`config.mk`:
```
export PLATFORM = sky130hd
export DESIGN_NAME = cache_top
export DESIGN_NICKNAME = d
export VERILOG_FILES = /design/src/cache_pkg.sv /design/src/cache_ways.sv /design/src/plru_replacement.sv /design/src/write_through_buffer.sv /design/src/cache_control.sv /design/src/cache_top.sv
export VERILOG_INCLUDE_DIRS = /design/src /design/src/src
export SDC_FILE = /design/constraint.sdc
export NUM_CORES = 2
export LEC_CHECK = 0
export BUFFER_PORTS_ARGS = -buffer_cell sky130_fd_sc_hd__buf_2
export CAP_MARGIN = 20
export CORE_AREA = 3 3 706 708
export DETAILED_ROUTE_END_ITERATION = 10
export DIE_AREA = 0 0 709 711
export SYNTH_ARGS = -nofsm -noshare
export SYNTH_HDL_FRONTEND = slang
export SYNTH_HIERARCHICAL = 1
export SYNTH_MEMORY_MAX_BITS = 65536
export SYNTH_SLANG_ARGS = --single-unit
```
`constraint.sdc`:
```
create_clock -name clk -period 14.3 [get_ports clk]
set_clock_uncertainty 0.1 [all_clocks]
set_input_delay 2.86 -clock clk [delete_from_list [all_inputs] [get_ports clk]]
set_output_delay 2.86 -clock clk [all_outputs]
set_load 0.05 [all_outputs]
```
`src/cache_cfg.svh`:
```
`ifndef CACHE_CFG_SVH
`define CACHE_CFG_SVH

// word width in bits
`define CACHE_DATA_W 32
// byte address width; the front end sees word addresses
`define CACHE_ADDR_W 16

// two ways, 16 sets, 4 words per line
`define CACHE_N_WAYS 2
`define CACHE_LINE_OFF_W 4 // set index bits
`define CACHE_WORD_OFF_W 2 // word offset bits

// write-through buffer holds 2**n entries
`define CACHE_WTBUF_DEPTH_W 2

`endif

```
`src/cache_pkg.sv`:
```
`include "cache_cfg.svh"

package cache_pkg;

   // derived widths
   localparam int STRB_W      = `CACHE_DATA_W / 8;
   localparam int BYTE_OFF_W  = $clog2(STRB_W);
   localparam int WADDR_W     = `CACHE_ADDR_W - BYTE_OFF_W; // word address, 14 bits
   localparam int TAG_W       = WADDR_W - `CACHE_LINE_OFF_W - `CACHE_WORD_OFF_W;
   localparam int LINE_ADDR_W = WADDR_W - `CACHE_WORD_OFF_W; // tag + index
   localparam int ENTRY_W     = WADDR_W + `CACHE_DATA_W + STRB_W;

   typedef logic [`CACHE_DATA_W-1:0]     word_t;
   typedef logic [STRB_W-1:0]            strb_t;
   typedef logic [WADDR_W-1:0]           waddr_t;
   typedef logic [TAG_W-1:0]             tag_t;
   typedef logic [`CACHE_LINE_OFF_W-1:0] index_t;
   typedef logic [`CACHE_WORD_OFF_W-1:0] offset_t;
   typedef logic [LINE_ADDR_W-1:0]       line_addr_t;
   typedef logic [`CACHE_N_WAYS-1:0]     way_t;      // one-hot
   typedef logic [ENTRY_W-1:0]           wtbuf_entry_t; // {addr, data, strb}

   // controller FSM
   typedef enum logic [1:0] {
      S_IDLE,
      S_LOOKUP,
      S_WAIT_WTBUF, // drain writes before a refill
      S_REFILL
   } ctrl_state_t;

endpackage

```
`src/cache_ways.sv`:
```
`timescale 1ns/1ps
`include "cache_cfg.svh"

module cache_ways
(
   input  logic               clk,
   input  logic               rst,
   input  logic               invalidate,
   input  cache_pkg::index_t  index,
   input  cache_pkg::offset_t offset,
   input  cache_pkg::tag_t    tag,
   input  cache_pkg::way_t    data_we,
   input  cache_pkg::strb_t   data_strb,
   input  cache_pkg::word_t   data_wdata,
   input  cache_pkg::way_t    tag_we,
   output cache_pkg::way_t    way_hit,
   output cache_pkg::word_t   hit_rdata
);

   localparam int N_SETS = 2**`CACHE_LINE_OFF_W;
   localparam int N_WORDS = N_SETS * 2**`CACHE_WORD_OFF_W; // words per way

   cache_pkg::word_t way_rdata [`CACHE_N_WAYS]; // addressed word of each way

   for (genvar w = 0; w < `CACHE_N_WAYS; w++)
   begin : g_way
      cache_pkg::tag_t  tag_mem  [N_SETS];
      cache_pkg::word_t data_mem [N_WORDS]; // indexed by {set, word}
      logic [N_SETS-1:0] valid_bits;

      // arrays, byte-wise write enables
      always_ff @(posedge clk)
      begin
         if (tag_we[w])
            tag_mem[index] <= tag;
         for (int b = 0; b < cache_pkg::STRB_W; b++)
            if (data_we[w] && data_strb[b])
               data_mem[{index, offset}][8*b +: 8] <= data_wdata[8*b +: 8];
      end

      always_ff @(posedge clk)
      begin
         if (rst || invalidate)
            valid_bits <= '0; // flush all lines
         else if (tag_we[w])
            valid_bits[index] <= 1'b1;
      end

      assign way_hit[w] = valid_bits[index] && (tag_mem[index] == tag);
      assign way_rdata[w] = data_mem[{index, offset}];
   end

   // and-or mux, at most one way hits
   always_comb
   begin
      hit_rdata = '0;
      for (int w = 0; w < `CACHE_N_WAYS; w++)
         hit_rdata = hit_rdata | (way_rdata[w] & {`CACHE_DATA_W{way_hit[w]}});
   end

endmodule

```
`src/plru_replacement.sv`:
```
`timescale 1ns/1ps
`include "cache_cfg.svh"

module plru_replacement
(
   input  logic              clk,
   input  logic              rst,
   input  logic              invalidate,
   input  cache_pkg::index_t index,
   input  logic              touch_en,
   input  cache_pkg::way_t   touch_way,
   output cache_pkg::way_t   victim
);

   localparam int N_SETS = 2**`CACHE_LINE_OFF_W;

   cache_pkg::way_t mru_bits [N_SETS]; // one bit per way, set when used
   cache_pkg::way_t cur_bits;
   cache_pkg::way_t upd_bits;

   assign cur_bits = mru_bits[index];
   assign upd_bits = cur_bits | touch_way;

   // lowest way not recently used; scan down so the lowest index wins
   always_comb
   begin
      victim = '0;
      for (int w = `CACHE_N_WAYS - 1; w >= 0; w--)
         if (!cur_bits[w])
            victim = cache_pkg::way_t'(1) << w;
   end

   always_ff @(posedge clk)
   begin
      if (rst || invalidate)
      begin
         for (int s = 0; s < N_SETS; s++)
            mru_bits[s] <= '0;
      end
      else if (touch_en)
         // all ways marked means start a new round
         mru_bits[index] <= (&upd_bits) ? '0 : upd_bits;
   end

endmodule

```
`src/write_through_buffer.sv`:
```
`timescale 1ns/1ps
`include "cache_cfg.svh"

module write_through_buffer
#(
   parameter int DEPTH_W = `CACHE_WTBUF_DEPTH_W
)
(
   input  logic                    clk,
   input  logic                    rst,
   input  logic                    push,
   input  cache_pkg::wtbuf_entry_t push_entry,
   input  logic                    write_ready,
   output logic                    write_valid,
   output cache_pkg::waddr_t       write_addr,
   output cache_pkg::word_t        write_wdata,
   output cache_pkg::strb_t        write_wstrb,
   output logic                    full,
   output logic                    empty
);

   cache_pkg::wtbuf_entry_t mem [2**DEPTH_W];
   logic [DEPTH_W:0] wr_ptr; // extra msb tells full from empty
   logic [DEPTH_W:0] rd_ptr;
   logic             do_push;
   logic             do_pop;

   assign empty = (wr_ptr == rd_ptr);
   assign full = (wr_ptr[DEPTH_W] != rd_ptr[DEPTH_W]) &&
                 (wr_ptr[DEPTH_W-1:0] == rd_ptr[DEPTH_W-1:0]);

   assign do_push = push && !full;
   assign do_pop = write_valid && write_ready; // back end takes the head

   // head entry onto the write channel
   assign write_valid = !empty;
   assign {write_addr, write_wdata, write_wstrb} = mem[rd_ptr[DEPTH_W-1:0]];

   always_ff @(posedge clk)
   begin
      if (do_push)
         mem[wr_ptr[DEPTH_W-1:0]] <= push_entry;
   end

   always_ff @(posedge clk)
   begin
      if (rst)
      begin
         wr_ptr <= '0;
         rd_ptr <= '0;
      end
      else
      begin
         if (do_push)
            wr_ptr <= wr_ptr + 1'b1;
         if (do_pop)
            rd_ptr <= rd_ptr + 1'b1;
      end
   end

endmodule

```
`src/cache_control.sv`:
```
`timescale 1ns/1ps

module cache_control
(
   input  logic                    clk,
   input  logic                    rst,
   input  logic                    valid,
   input  cache_pkg::waddr_t       addr,
   input  cache_pkg::word_t        wdata,
   input  cache_pkg::strb_t        wstrb,
   input  logic                    read_valid,
   input  cache_pkg::offset_t      read_addr,
   input  cache_pkg::word_t        read_rdata,
   input  cache_pkg::way_t         way_hit,
   input  cache_pkg::word_t        hit_rdata,
   input  cache_pkg::way_t         victim,
   input  logic                    wtbuf_full,
   input  logic                    wtbuf_empty,
   output cache_pkg::word_t        rdata,
   output logic                    ready,
   output logic                    read_hit,
   output logic                    read_miss,
   output logic                    write_hit,
   output logic                    write_miss,
   output logic                    replace_valid,
   output cache_pkg::line_addr_t   replace_addr,
   output cache_pkg::index_t       index,
   output cache_pkg::offset_t      offset,
   output cache_pkg::tag_t         tag,
   output cache_pkg::way_t         data_we,
   output cache_pkg::strb_t        data_strb,
   output cache_pkg::word_t        data_wdata,
   output cache_pkg::way_t         tag_we,
   output logic                    touch_en,
   output cache_pkg::way_t         touch_way,
   output logic                    push,
   output cache_pkg::wtbuf_entry_t push_entry
);

   cache_pkg::ctrl_state_t state;
   cache_pkg::ctrl_state_t state_nxt;
   cache_pkg::waddr_t      req_addr;  // captured request
   cache_pkg::word_t       req_wdata;
   cache_pkg::strb_t       req_wstrb;
   cache_pkg::offset_t     req_offset;
   cache_pkg::way_t        victim_reg; // way picked at the miss
   cache_pkg::word_t       refill_word; // requested word seen during refill
   logic                   refill_done; // high the cycle after the last word
   logic                   is_write;
   logic                   hit;

   // split the word address into tag / set / word
   assign {tag, index, req_offset} = req_addr;
   assign is_write = |req_wstrb; // zero strobes means read
   assign hit = |way_hit;

   assign replace_addr = {tag, index};
   assign push_entry = {req_addr, req_wdata, req_wstrb};
   // hit data straight from the arrays, refill data from the holding register
   assign rdata = (state == cache_pkg::S_LOOKUP) ? hit_rdata : refill_word;

   always_comb
   begin
      state_nxt = state;
      ready = 1'b0;
      read_hit = 1'b0;
      read_miss = 1'b0;
      write_hit = 1'b0;
      write_miss = 1'b0;
      replace_valid = 1'b0;
      offset = req_offset;
      data_we = '0;
      data_strb = req_wstrb;
      data_wdata = req_wdata;
      tag_we = '0;
      touch_en = 1'b0;
      touch_way = way_hit;
      push = 1'b0;
      case (state)
         cache_pkg::S_IDLE:
            if (valid)
               state_nxt = cache_pkg::S_LOOKUP;
         cache_pkg::S_LOOKUP:
            if (!is_write)
            begin
               if (hit)
               begin
                  ready = 1'b1;
                  read_hit = 1'b1;
                  touch_en = 1'b1;
                  state_nxt = cache_pkg::S_IDLE;
               end
               else
               begin
                  read_miss = 1'b1;
                  state_nxt = cache_pkg::S_WAIT_WTBUF;
               end
            end
            else if (!wtbuf_full) // full buffer holds the write here
            begin
               push = 1'b1;
               ready = 1'b1;
               write_hit = hit;
               write_miss = !hit; // no allocate on write miss
               data_we = way_hit; // update bytes only in the hitting way
               touch_en = hit;
               state_nxt = cache_pkg::S_IDLE;
            end
         cache_pkg::S_WAIT_WTBUF:
            // pending writes go out before the line is fetched
            if (wtbuf_empty)
            begin
               replace_valid = 1'b1;
               state_nxt = cache_pkg::S_REFILL;
            end
         cache_pkg::S_REFILL:
            if (refill_done)
            begin
               ready = 1'b1;
               touch_en = 1'b1;
               touch_way = victim_reg;
               state_nxt = cache_pkg::S_IDLE;
            end
            else if (read_valid)
            begin
               offset = read_addr; // words arrive 0..3
               data_we = victim_reg;
               data_strb = '1;
               data_wdata = read_rdata;
               if (&read_addr)
                  tag_we = victim_reg; // tag and valid bit on the last word
            end
         default:
            state_nxt = cache_pkg::S_IDLE;
      endcase
   end

   always_ff @(posedge clk)
   begin
      if (rst)
      begin
         state <= cache_pkg::S_IDLE;
         refill_done <= 1'b0;
      end
      else
      begin
         state <= state_nxt;
         refill_done <= (state == cache_pkg::S_REFILL) && !refill_done &&
                        read_valid && (&read_addr);
      end
   end

   // request and refill payload
   always_ff @(posedge clk)
   begin
      if (state == cache_pkg::S_IDLE && valid)
      begin
         req_addr <= addr;
         req_wdata <= wdata;
         req_wstrb <= wstrb;
      end
      if (state == cache_pkg::S_LOOKUP && !is_write && !hit)
         victim_reg <= victim;
      if (state == cache_pkg::S_REFILL && !refill_done && read_valid && read_addr == req_offset)
         refill_word <= read_rdata; // keep the word the requester asked for
   end

endmodule

```
`src/cache_top.sv`:
```
`timescale 1ns/1ps

module cache_top
(
   input  logic                  clk,
   input  logic                  rst,
   // front end
   input  logic                  valid,
   input  cache_pkg::waddr_t     addr,
   input  cache_pkg::word_t      wdata,
   input  cache_pkg::strb_t      wstrb,
   output cache_pkg::word_t      rdata,
   output logic                  ready,
   // back-end write channel
   output logic                  write_valid,
   output cache_pkg::waddr_t     write_addr,
   output cache_pkg::word_t      write_wdata,
   output cache_pkg::strb_t      write_wstrb,
   input  logic                  write_ready,
   // back-end read channel
   output logic                  replace_valid,
   output cache_pkg::line_addr_t replace_addr,
   input  logic                  read_valid,
   input  cache_pkg::offset_t    read_addr,
   input  cache_pkg::word_t      read_rdata,
   // control and status
   input  logic                  invalidate,
   output logic                  wtbuf_full,
   output logic                  wtbuf_empty,
   output logic                  read_hit,
   output logic                  read_miss,
   output logic                  write_hit,
   output logic                  write_miss
);

   // controller <-> way arrays
   cache_pkg::index_t       index;
   cache_pkg::offset_t      offset;
   cache_pkg::tag_t         tag;
   cache_pkg::way_t         data_we;
   cache_pkg::strb_t        data_strb;
   cache_pkg::word_t        data_wdata;
   cache_pkg::way_t         tag_we;
   cache_pkg::way_t         way_hit;
   cache_pkg::word_t        hit_rdata;
   // controller <-> replacement
   logic                    touch_en;
   cache_pkg::way_t         touch_way;
   cache_pkg::way_t         victim;
   // controller -> write-through buffer
   logic                    push;
   cache_pkg::wtbuf_entry_t push_entry;

   cache_control u_control
   (
      .clk           (clk),
      .rst           (rst),
      .valid         (valid),
      .addr          (addr),
      .wdata         (wdata),
      .wstrb         (wstrb),
      .read_valid    (read_valid),
      .read_addr     (read_addr),
      .read_rdata    (read_rdata),
      .way_hit       (way_hit),
      .hit_rdata     (hit_rdata),
      .victim        (victim),
      .wtbuf_full    (wtbuf_full),
      .wtbuf_empty   (wtbuf_empty),
      .rdata         (rdata),
      .ready         (ready),
      .read_hit      (read_hit),
      .read_miss     (read_miss),
      .write_hit     (write_hit),
      .write_miss    (write_miss),
      .replace_valid (replace_valid),
      .replace_addr  (replace_addr),
      .index         (index),
      .offset        (offset),
      .tag           (tag),
      .data_we       (data_we),
      .data_strb     (data_strb),
      .data_wdata    (data_wdata),
      .tag_we        (tag_we),
      .touch_en      (touch_en),
      .touch_way     (touch_way),
      .push          (push),
      .push_entry    (push_entry)
   );

   cache_ways u_ways
   (
      .clk        (clk),
      .rst        (rst),
      .invalidate (invalidate),
      .index      (index),
      .offset     (offset),
      .tag        (tag),
      .data_we    (data_we),
      .data_strb  (data_strb),
      .data_wdata (data_wdata),
      .tag_we     (tag_we),
      .way_hit    (way_hit),
      .hit_rdata  (hit_rdata)
   );

   plru_replacement u_plru
   (
      .clk        (clk),
      .rst        (rst),
      .invalidate (invalidate),
      .index      (index),
      .touch_en   (touch_en),
      .touch_way  (touch_way),
      .victim     (victim)
   );

   write_through_buffer u_wtbuf
   (
      .clk         (clk),
      .rst         (rst),
      .push        (push),
      .push_entry  (push_entry),
      .write_ready (write_ready),
      .write_valid (write_valid),
      .write_addr  (write_addr),
      .write_wdata (write_wdata),
      .write_wstrb (write_wstrb),
      .full        (wtbuf_full),
      .empty       (wtbuf_empty)
   );

endmodule

```
## After elaboration in Yosys (flattened, before gate mapping)

Memories as Yosys holds them, arrays and structs flattened. A register that Yosys moved wholly into a read port is not among the register bits.
Cells that the tools add are included.

- Add/subtract/negate cells: 2
- $lt $le $gt $ge: 2
- Equality and inequality tests: 13
- Multiplexer cells: 93
- Bitwise operators: 6
- Reductions and logical operators: 34

Operators with widths:

| operator | number |
|---|---|
| $mux 32 | 4 |
| $and 32x32->32 | 2 |
| $mux 1 | 51 |
| $mux 2 | 24 |
| $or 16x16->16 | 2 |
| $or 32x32->32 | 1 |
| $mux 4 | 7 |
| $logic_and 1x1->1 | 21 |
| $eq 8x8->1 | 2 |
| $bmux 1 s4 | 2 |
| $pmux 2 s4 | 1 |
| $add 3x1->3 const B | 2 |
| $logic_not 1->1 | 5 |
| $lt 4x5->1 const B | 1 |
| $demux 1 s4 | 1 |
| $eq 2x2->1 | 2 |
| $eq 2x2->1 const B | 2 |
| $ge 4x1->1 const B | 1 |
| $ne 2x1->1 const B | 2 |
| $pmux 1 s2 | 2 |
| $pmux 2 s2 | 1 |
| $reduce_and 2->1 | 2 |
| $reduce_and 4->1 | 1 |
| $reduce_or 2->1 | 2 |
| other kinds (9) | 9 |

- Register bits: 125
- RAM bits: 4584
- Bits of input ports: 90
- Output and inout bits: 103
- Logic and storage cells: 167
- Memories: 6

Memory list:

| name | words | bits a word | rd ports | clocked after Yosys merged registers in | wr ports | line | source |
|---|---|---|---|---|---|---|---|
| u_ways.g_way[0].data_mem | 64 | 32 | 1 | 0 | 1 | cache_ways.sv:28 | `cache_pkg::word_t data_mem [N_WORDS];` |
| u_ways.g_way[1].data_mem | 64 | 32 | 1 | 0 | 1 | cache_ways.sv:28 |  |
| u_wtbuf.mem | 4 | 50 | 1 | 1 | 1 | write_through_buffer.sv:22 | `cache_pkg::wtbuf_entry_t mem [2**DEPTH_W];` |
| u_ways.g_way[0].tag_mem | 16 | 8 | 1 | 1 | 1 | cache_ways.sv:27 | `cache_pkg::tag_t tag_mem [N_SETS];` |
| u_ways.g_way[1].tag_mem | 16 | 8 | 1 | 1 | 1 | cache_ways.sv:27 |  |
| u_plru.mru_bits | 16 | 2 | 1 | 1 | 16 | plru_replacement.sv:17 | `cache_pkg::way_t mru_bits [N_SETS];` |

## Depth between registers and ports, before layout

- Word-level depth: 12
- Gate-level depth with buffers: 19
- Mapped depth without buffers: 12

## Modules after synthesis

The synthesis kept the hierarchy.

By module, submodules not included:

| module | times used | cells an instance | area each (sq um) | seq. area each (sq um) |
|---|---|---|---|---|
| cache_ways | 1 | 8880 | 158679.7 | 131326.0 |
| write_through_buffer | 1 | 332 | 7757.4 | 6165.9 |
| cache_control | 1 | 371 | 3916.3 | 2582.5 |
| plru_replacement | 1 | 154 | 1950.6 | 960.9 |

## Least setup slack after synthesis

No wires, ideal clock.

- Kind: input to output
- Start: input port read_valid
- End: output port rdata[14]
- Arrival: 5.813 ns
- Data required time: 11.340 ns
- Slack: 5.527 ns
- Stages on the path: 18
- Buffers on the path: 6
- Cell sequence: nand4b_1 -> clkbuf_1 -> nand2_1 -> nand2_1 -> buf_2 -> or3b_2 -> buf_4 -> buf_2 -> buf_2 -> buf_2 -> o22ai_1 -> nor4_1 -> o22ai_1 -> nor4_1 -> nand3_1 -> o31ai_2 -> nand2_1 -> nand2_1

- Longest elaborated chain between the ends: 7
- Elaborated cells between the ends (all ways): 9
- Those cells by class: mux (4); bitwise (3); memory (2)

Ends and longest elaborated chain:

| what | line | source |
|---|---|---|
| start: declaration | cache_top.sv:23 | `input logic read_valid,` |
| $mux 2 * | cache_control.sv:124 | `else if (read_valid)` |
| $mux 2 * | cache_control.sv:117 | `if (refill_done)` |
| $mux 2 * | cache_control.sv:79 | `case (state)` |
| net offset[0] | cache_top.sv:38 | `cache_pkg::offset_t offset;` |
| $mem_v2 64x32 | - |  |
| $and 32x32->32 | cache_ways.sv:58 | `` hit_rdata = hit_rdata \| (way_rdata[w] & {`CACHE_DATA_W{way_hit[w]}}); `` |
| $or 32x32->32 * | cache_ways.sv:58 |  |
| net hit_rdata[14] | cache_top.sv:45 | `cache_pkg::word_t hit_rdata;` |
| $mux 32 * | cache_control.sv:60 | `assign rdata = (state == cache_pkg::S_LOOKUP) ? hit_rdata : refill_word;` |
| end: declaration | cache_top.sv:12 | `output cache_pkg::word_t rdata,` |

Mark *: on every way through the listed nets, which the timed path passes. The rest lies on a longest branch.

## Worst setup path in the final report

- Start: input port read_valid
- End: output port rdata[13]

The elaborated chain is that of the path after synthesis.

==> flow_metrics.env <==
export IMPL_grt_overflow=0
export IMPL_fmax_mhz=78.6
export IMPL_status="finished clean"
export IMPL_cts_setup_buffers=0
export IMPL_critPathMaxFanout=36
export IMPL_ys_seq_area_share_pct=81.9
export IMPL_grtUsageTotal_pct=18.7
export IMPL_p_leak_nw=58.6
export IMPL_min_period_ns=12.72
export IMPL_setup_violations=0
export IMPL_synth_edf_count=4668
export IMPL_p_comb_share_pct=6.4
export IMPL_routed_wl_um=491000
export IMPL_worstMarginPinSlew_ns=1.37
export IMPL_regMostFlops="u_ways/g_way.data_mem"
export IMPL_worst_path_buf_inv=5
export IMPL_portBuffers=192
export IMPL_relSlewSlack_pct=7.57
export IMPL_firstDrtPassIters=6
export IMPL_seq_power_share_pct=53.2
export IMPL_clk_pin_slew_worst_paths_ns=0.06
export IMPL_route_detailed_drc=0
export IMPL_cts_htree_levels=5
export IMPL_area_growth_pct=12.9
export IMPL_worst_r2r_path_depth=14
export IMPL_fin_crit_sh_pct=88.9
export IMPL_largest_register_ffs=4096
export IMPL_fin_util_pct=39.5
export IMPL_gp_congestion=0.852
export IMPL_clock_sinks=4711
export IMPL_fp_row_count=258
export IMPL_drv_cap=0
export IMPL_internal_power_w=0.0223
export IMPL_slew_viol_final=0
export IMPL_vias=99097
export IMPL_grt_pass1_vias=96459
export IMPL_muxShareOfSynthArea_pct=1.81
export IMPL_async_reset_ff_share_pct=0
export IMPL_dieHeight_um=711
export IMPL_worst_endpoint_arrival_ns=9.76
export IMPL_cp_top_family="simple AND/OR/NAND/NOR gates"
export IMPL_numCtsBuffers=443
export IMPL_ys_types=82
export IMPL_p_per_area_mw_per_mm2=148
export IMPL_cp_end_kind="output port"
export IMPL_synth_seq_cells=4711
export IMPL_switchingPower_w=0.00642
export IMPL_post_drt_via_cell_ratio=5.91
export IMPL_hp_class="reg2reg"
export IMPL_core_mm2=0.493
export IMPL_die_x_um=709
export IMPL_avgRoutedWirePerCell_um=29.2
export IMPL_clock_root_buffer="clkbuf_16"
export IMPL_grt_pass1_wl_um=700000
export IMPL_crit_required_ns=11.34
export IMPL_ioPinCount=193
export IMPL_ctsResizeCount=0
export IMPL_syn_area_mm2=0.172
export IMPL_start_kind="input port"
export IMPL_synth_top_family_by_area="compound AO/OA/AOI/OAI gates"
export IMPL_initial_core_util_pct=35.0
export IMPL_antenna_found_initial=31
export IMPL_drt_iter0_markers=14240
export IMPL_syn_nets=9832
export IMPL_max_stage_delay_ns=1.09
export IMPL_ant_nets=0
export IMPL_clk_latency_ns=0.98
export IMPL_cts_buffer_depth=4
export IMPL_syn_instance_count=9737
export IMPL_min_path_cells=1
export IMPL_synth_compound_area_share_pct=9.03
export IMPL_synth_simple_gate_area_share_pct=4.90
export IMPL_synth_adder_area_share_pct=0.0363
export IMPL_cp_slowest_cell="o31ai_1"
export IMPL_criticalPathCategory="in2out"
export IMPL_avgSynthCellArea_um2=17.7
export IMPL_post_synth_xor_area_fraction_pct=0.0915
export IMPL_tns_ns=0
export IMPL_cp_depth=16
export IMPL_hold_viol_final=0
export IMPL_switching_share_pct=22.3
export IMPL_hold_buffers=0
export IMPL_cts_tree="done"
export IMPL_ys_flop_type="edfxtp_1"
export IMPL_crit_top_cell="nand2_1"
export IMPL_dieArea_mm2=0.504
export IMPL_p_clk_share_pct=40.4
export IMPL_path_cells="buf_2, and4b_2, buf_4, nand2_1, nand2_1, or3b_4, buf_12, buf_4, o22ai_1, nor4_1, o22ai_1, or4_1, o31ai_1, nand2_1, nand2_1, buf_2"
export IMPL_hpwl_um=284000
export IMPL_rsz0062_at_grt="no"
export IMPL_yosysWarnings=6
export IMPL_drive_above_1_share_pct=12.3
export IMPL_grt_max_degree=125
export IMPL_irDropWorstVdd_mv=0.147
export IMPL_finalNetCount=9987
power by group through the flow:
| stage | logic (W) | clock network, W | registers, W |
|---|---|---|---|
| 6_report | 0.00185 | 0.0116 | 0.0153 |
| 5_1_grt | 0.00192 | 0.0123 | 0.0153 |
| 4_1_cts | 0.00182 | 0.0118 | 0.0153 |
| 3_5_place_dp | 0.00181 | 0 | 0.0156 |
| 3_3_place_gp | 0.00179 | 0 | 0.0156 |
| 2_1_floorplan | 0.00113 | 0 | 0.0156 |
through the flow:
stage,setup WS [ns],hold slack [ns],instance area (um2),std cells,total power (W)
finish,1.58,0.364,195000,16781,0.0287
global route,1.54,0.382,195000,16771,0.0295
CTS,1.94,0.366,194000,16763,0.0289
detailed placement,1.95,0.352,180000,15942,0.0174
global placement,1.97,0.342,180000,15938,0.0174
floorplan,5.53,0.335,172000,9737,0.0167
layout by cell type (no fill, tap or decap), drive strengths merged, types with 14 or more instances in the layout:
cell and count:
a22oi 22, and2 16, buf 411, bufinv 46, clkbuf 554, clkinv 196
dfxtp 43, edfxtp 4668, inv 21, mux2 14, mux2i 36, mux4 115
nand2 319, nand3 46, nor2 579, nor3 38, nor4 538, o21a 34
o21ai 44, o22ai 2286, or4 33
cell usage after synthesis (all sizes together), types with 13 or more instances:
| cell | number | share of area [%] |
|---|---|---|
| nand2 | 319 | 0.69 |
| buf | 570 | 2.0 |
| nor2 | 579 | 1.3 |
| nand3 | 46 | 0.14 |
| nor3 | 38 | 0.17 |
| xnor2 | 13 | 0.066 |
| nor4 | 538 | 2.0 |
| o22ai | 2286 | 8.3 |
| a22oi | 22 | 0.11 |
| mux2 | 14 | 0.091 |
| mux2i | 36 | 0.21 |
| dfxtp | 43 | 0.50 |
| clkbuf | 131 | 0.29 |
| and2 | 16 | 0.058 |
| o31ai | 13 | 0.068 |
| o21a | 34 | 0.15 |
| o21ai | 44 | 0.13 |
| or4 | 33 | 0.14 |
| mux4 | 115 | 1.5 |
| edfxtp | 4668 | 81 |
kinds of logic after synthesis:
logic type,after synthesis
AO/OA/AOI/OAI,2454
XOR/XNOR,18
adder cells (fa/ha/maj),5
buffers and inverters,710
flip-flops,4711
multiplexers,165
AND/OR/NAND/NOR,1674
cell type report:
cell class	count	area (um2)
Antenna cell	13	32.5
Clock buffer	554	11600
Clock inverter	267	2630
Fill cell	43769	298000
Inverter	9	33.8
Multi-Input combinational cell	4316	27800
Sequential cell	4711	141000
Tap cell	6500	8130
Timing Repair Buffer	411	3300
path summary, 6_finish.rpt:
path                                 startpoint                               end  slack, ns
setup / recovery                     read_valid                         rdata[13]       1.58
hold / removal    u_ways/g_way[0].valid_bits[9]     u_ways/g_way[0].valid_bits[9]       0.36
setup reg to reg          u_control/req_addr[2]  u_ways/g_way[0].data_mem[36][26]       6.33
hold reg to reg   u_ways/g_way[0].valid_bits[9]     u_ways/g_way[0].valid_bits[9]       0.36
per-layer routing:
layer	vias up	track usage [%]	part of all wire (%)	routed length (um)
li1	41003	-	-	-
met2	5955	28.5	45	222000
met3	871	4.74	12	58700
met4	14	5.97	3.3	16300
met1	51254	26.2	39	194000
met5	-	0	0.022	109
Power figures use the tool's default switching activity.
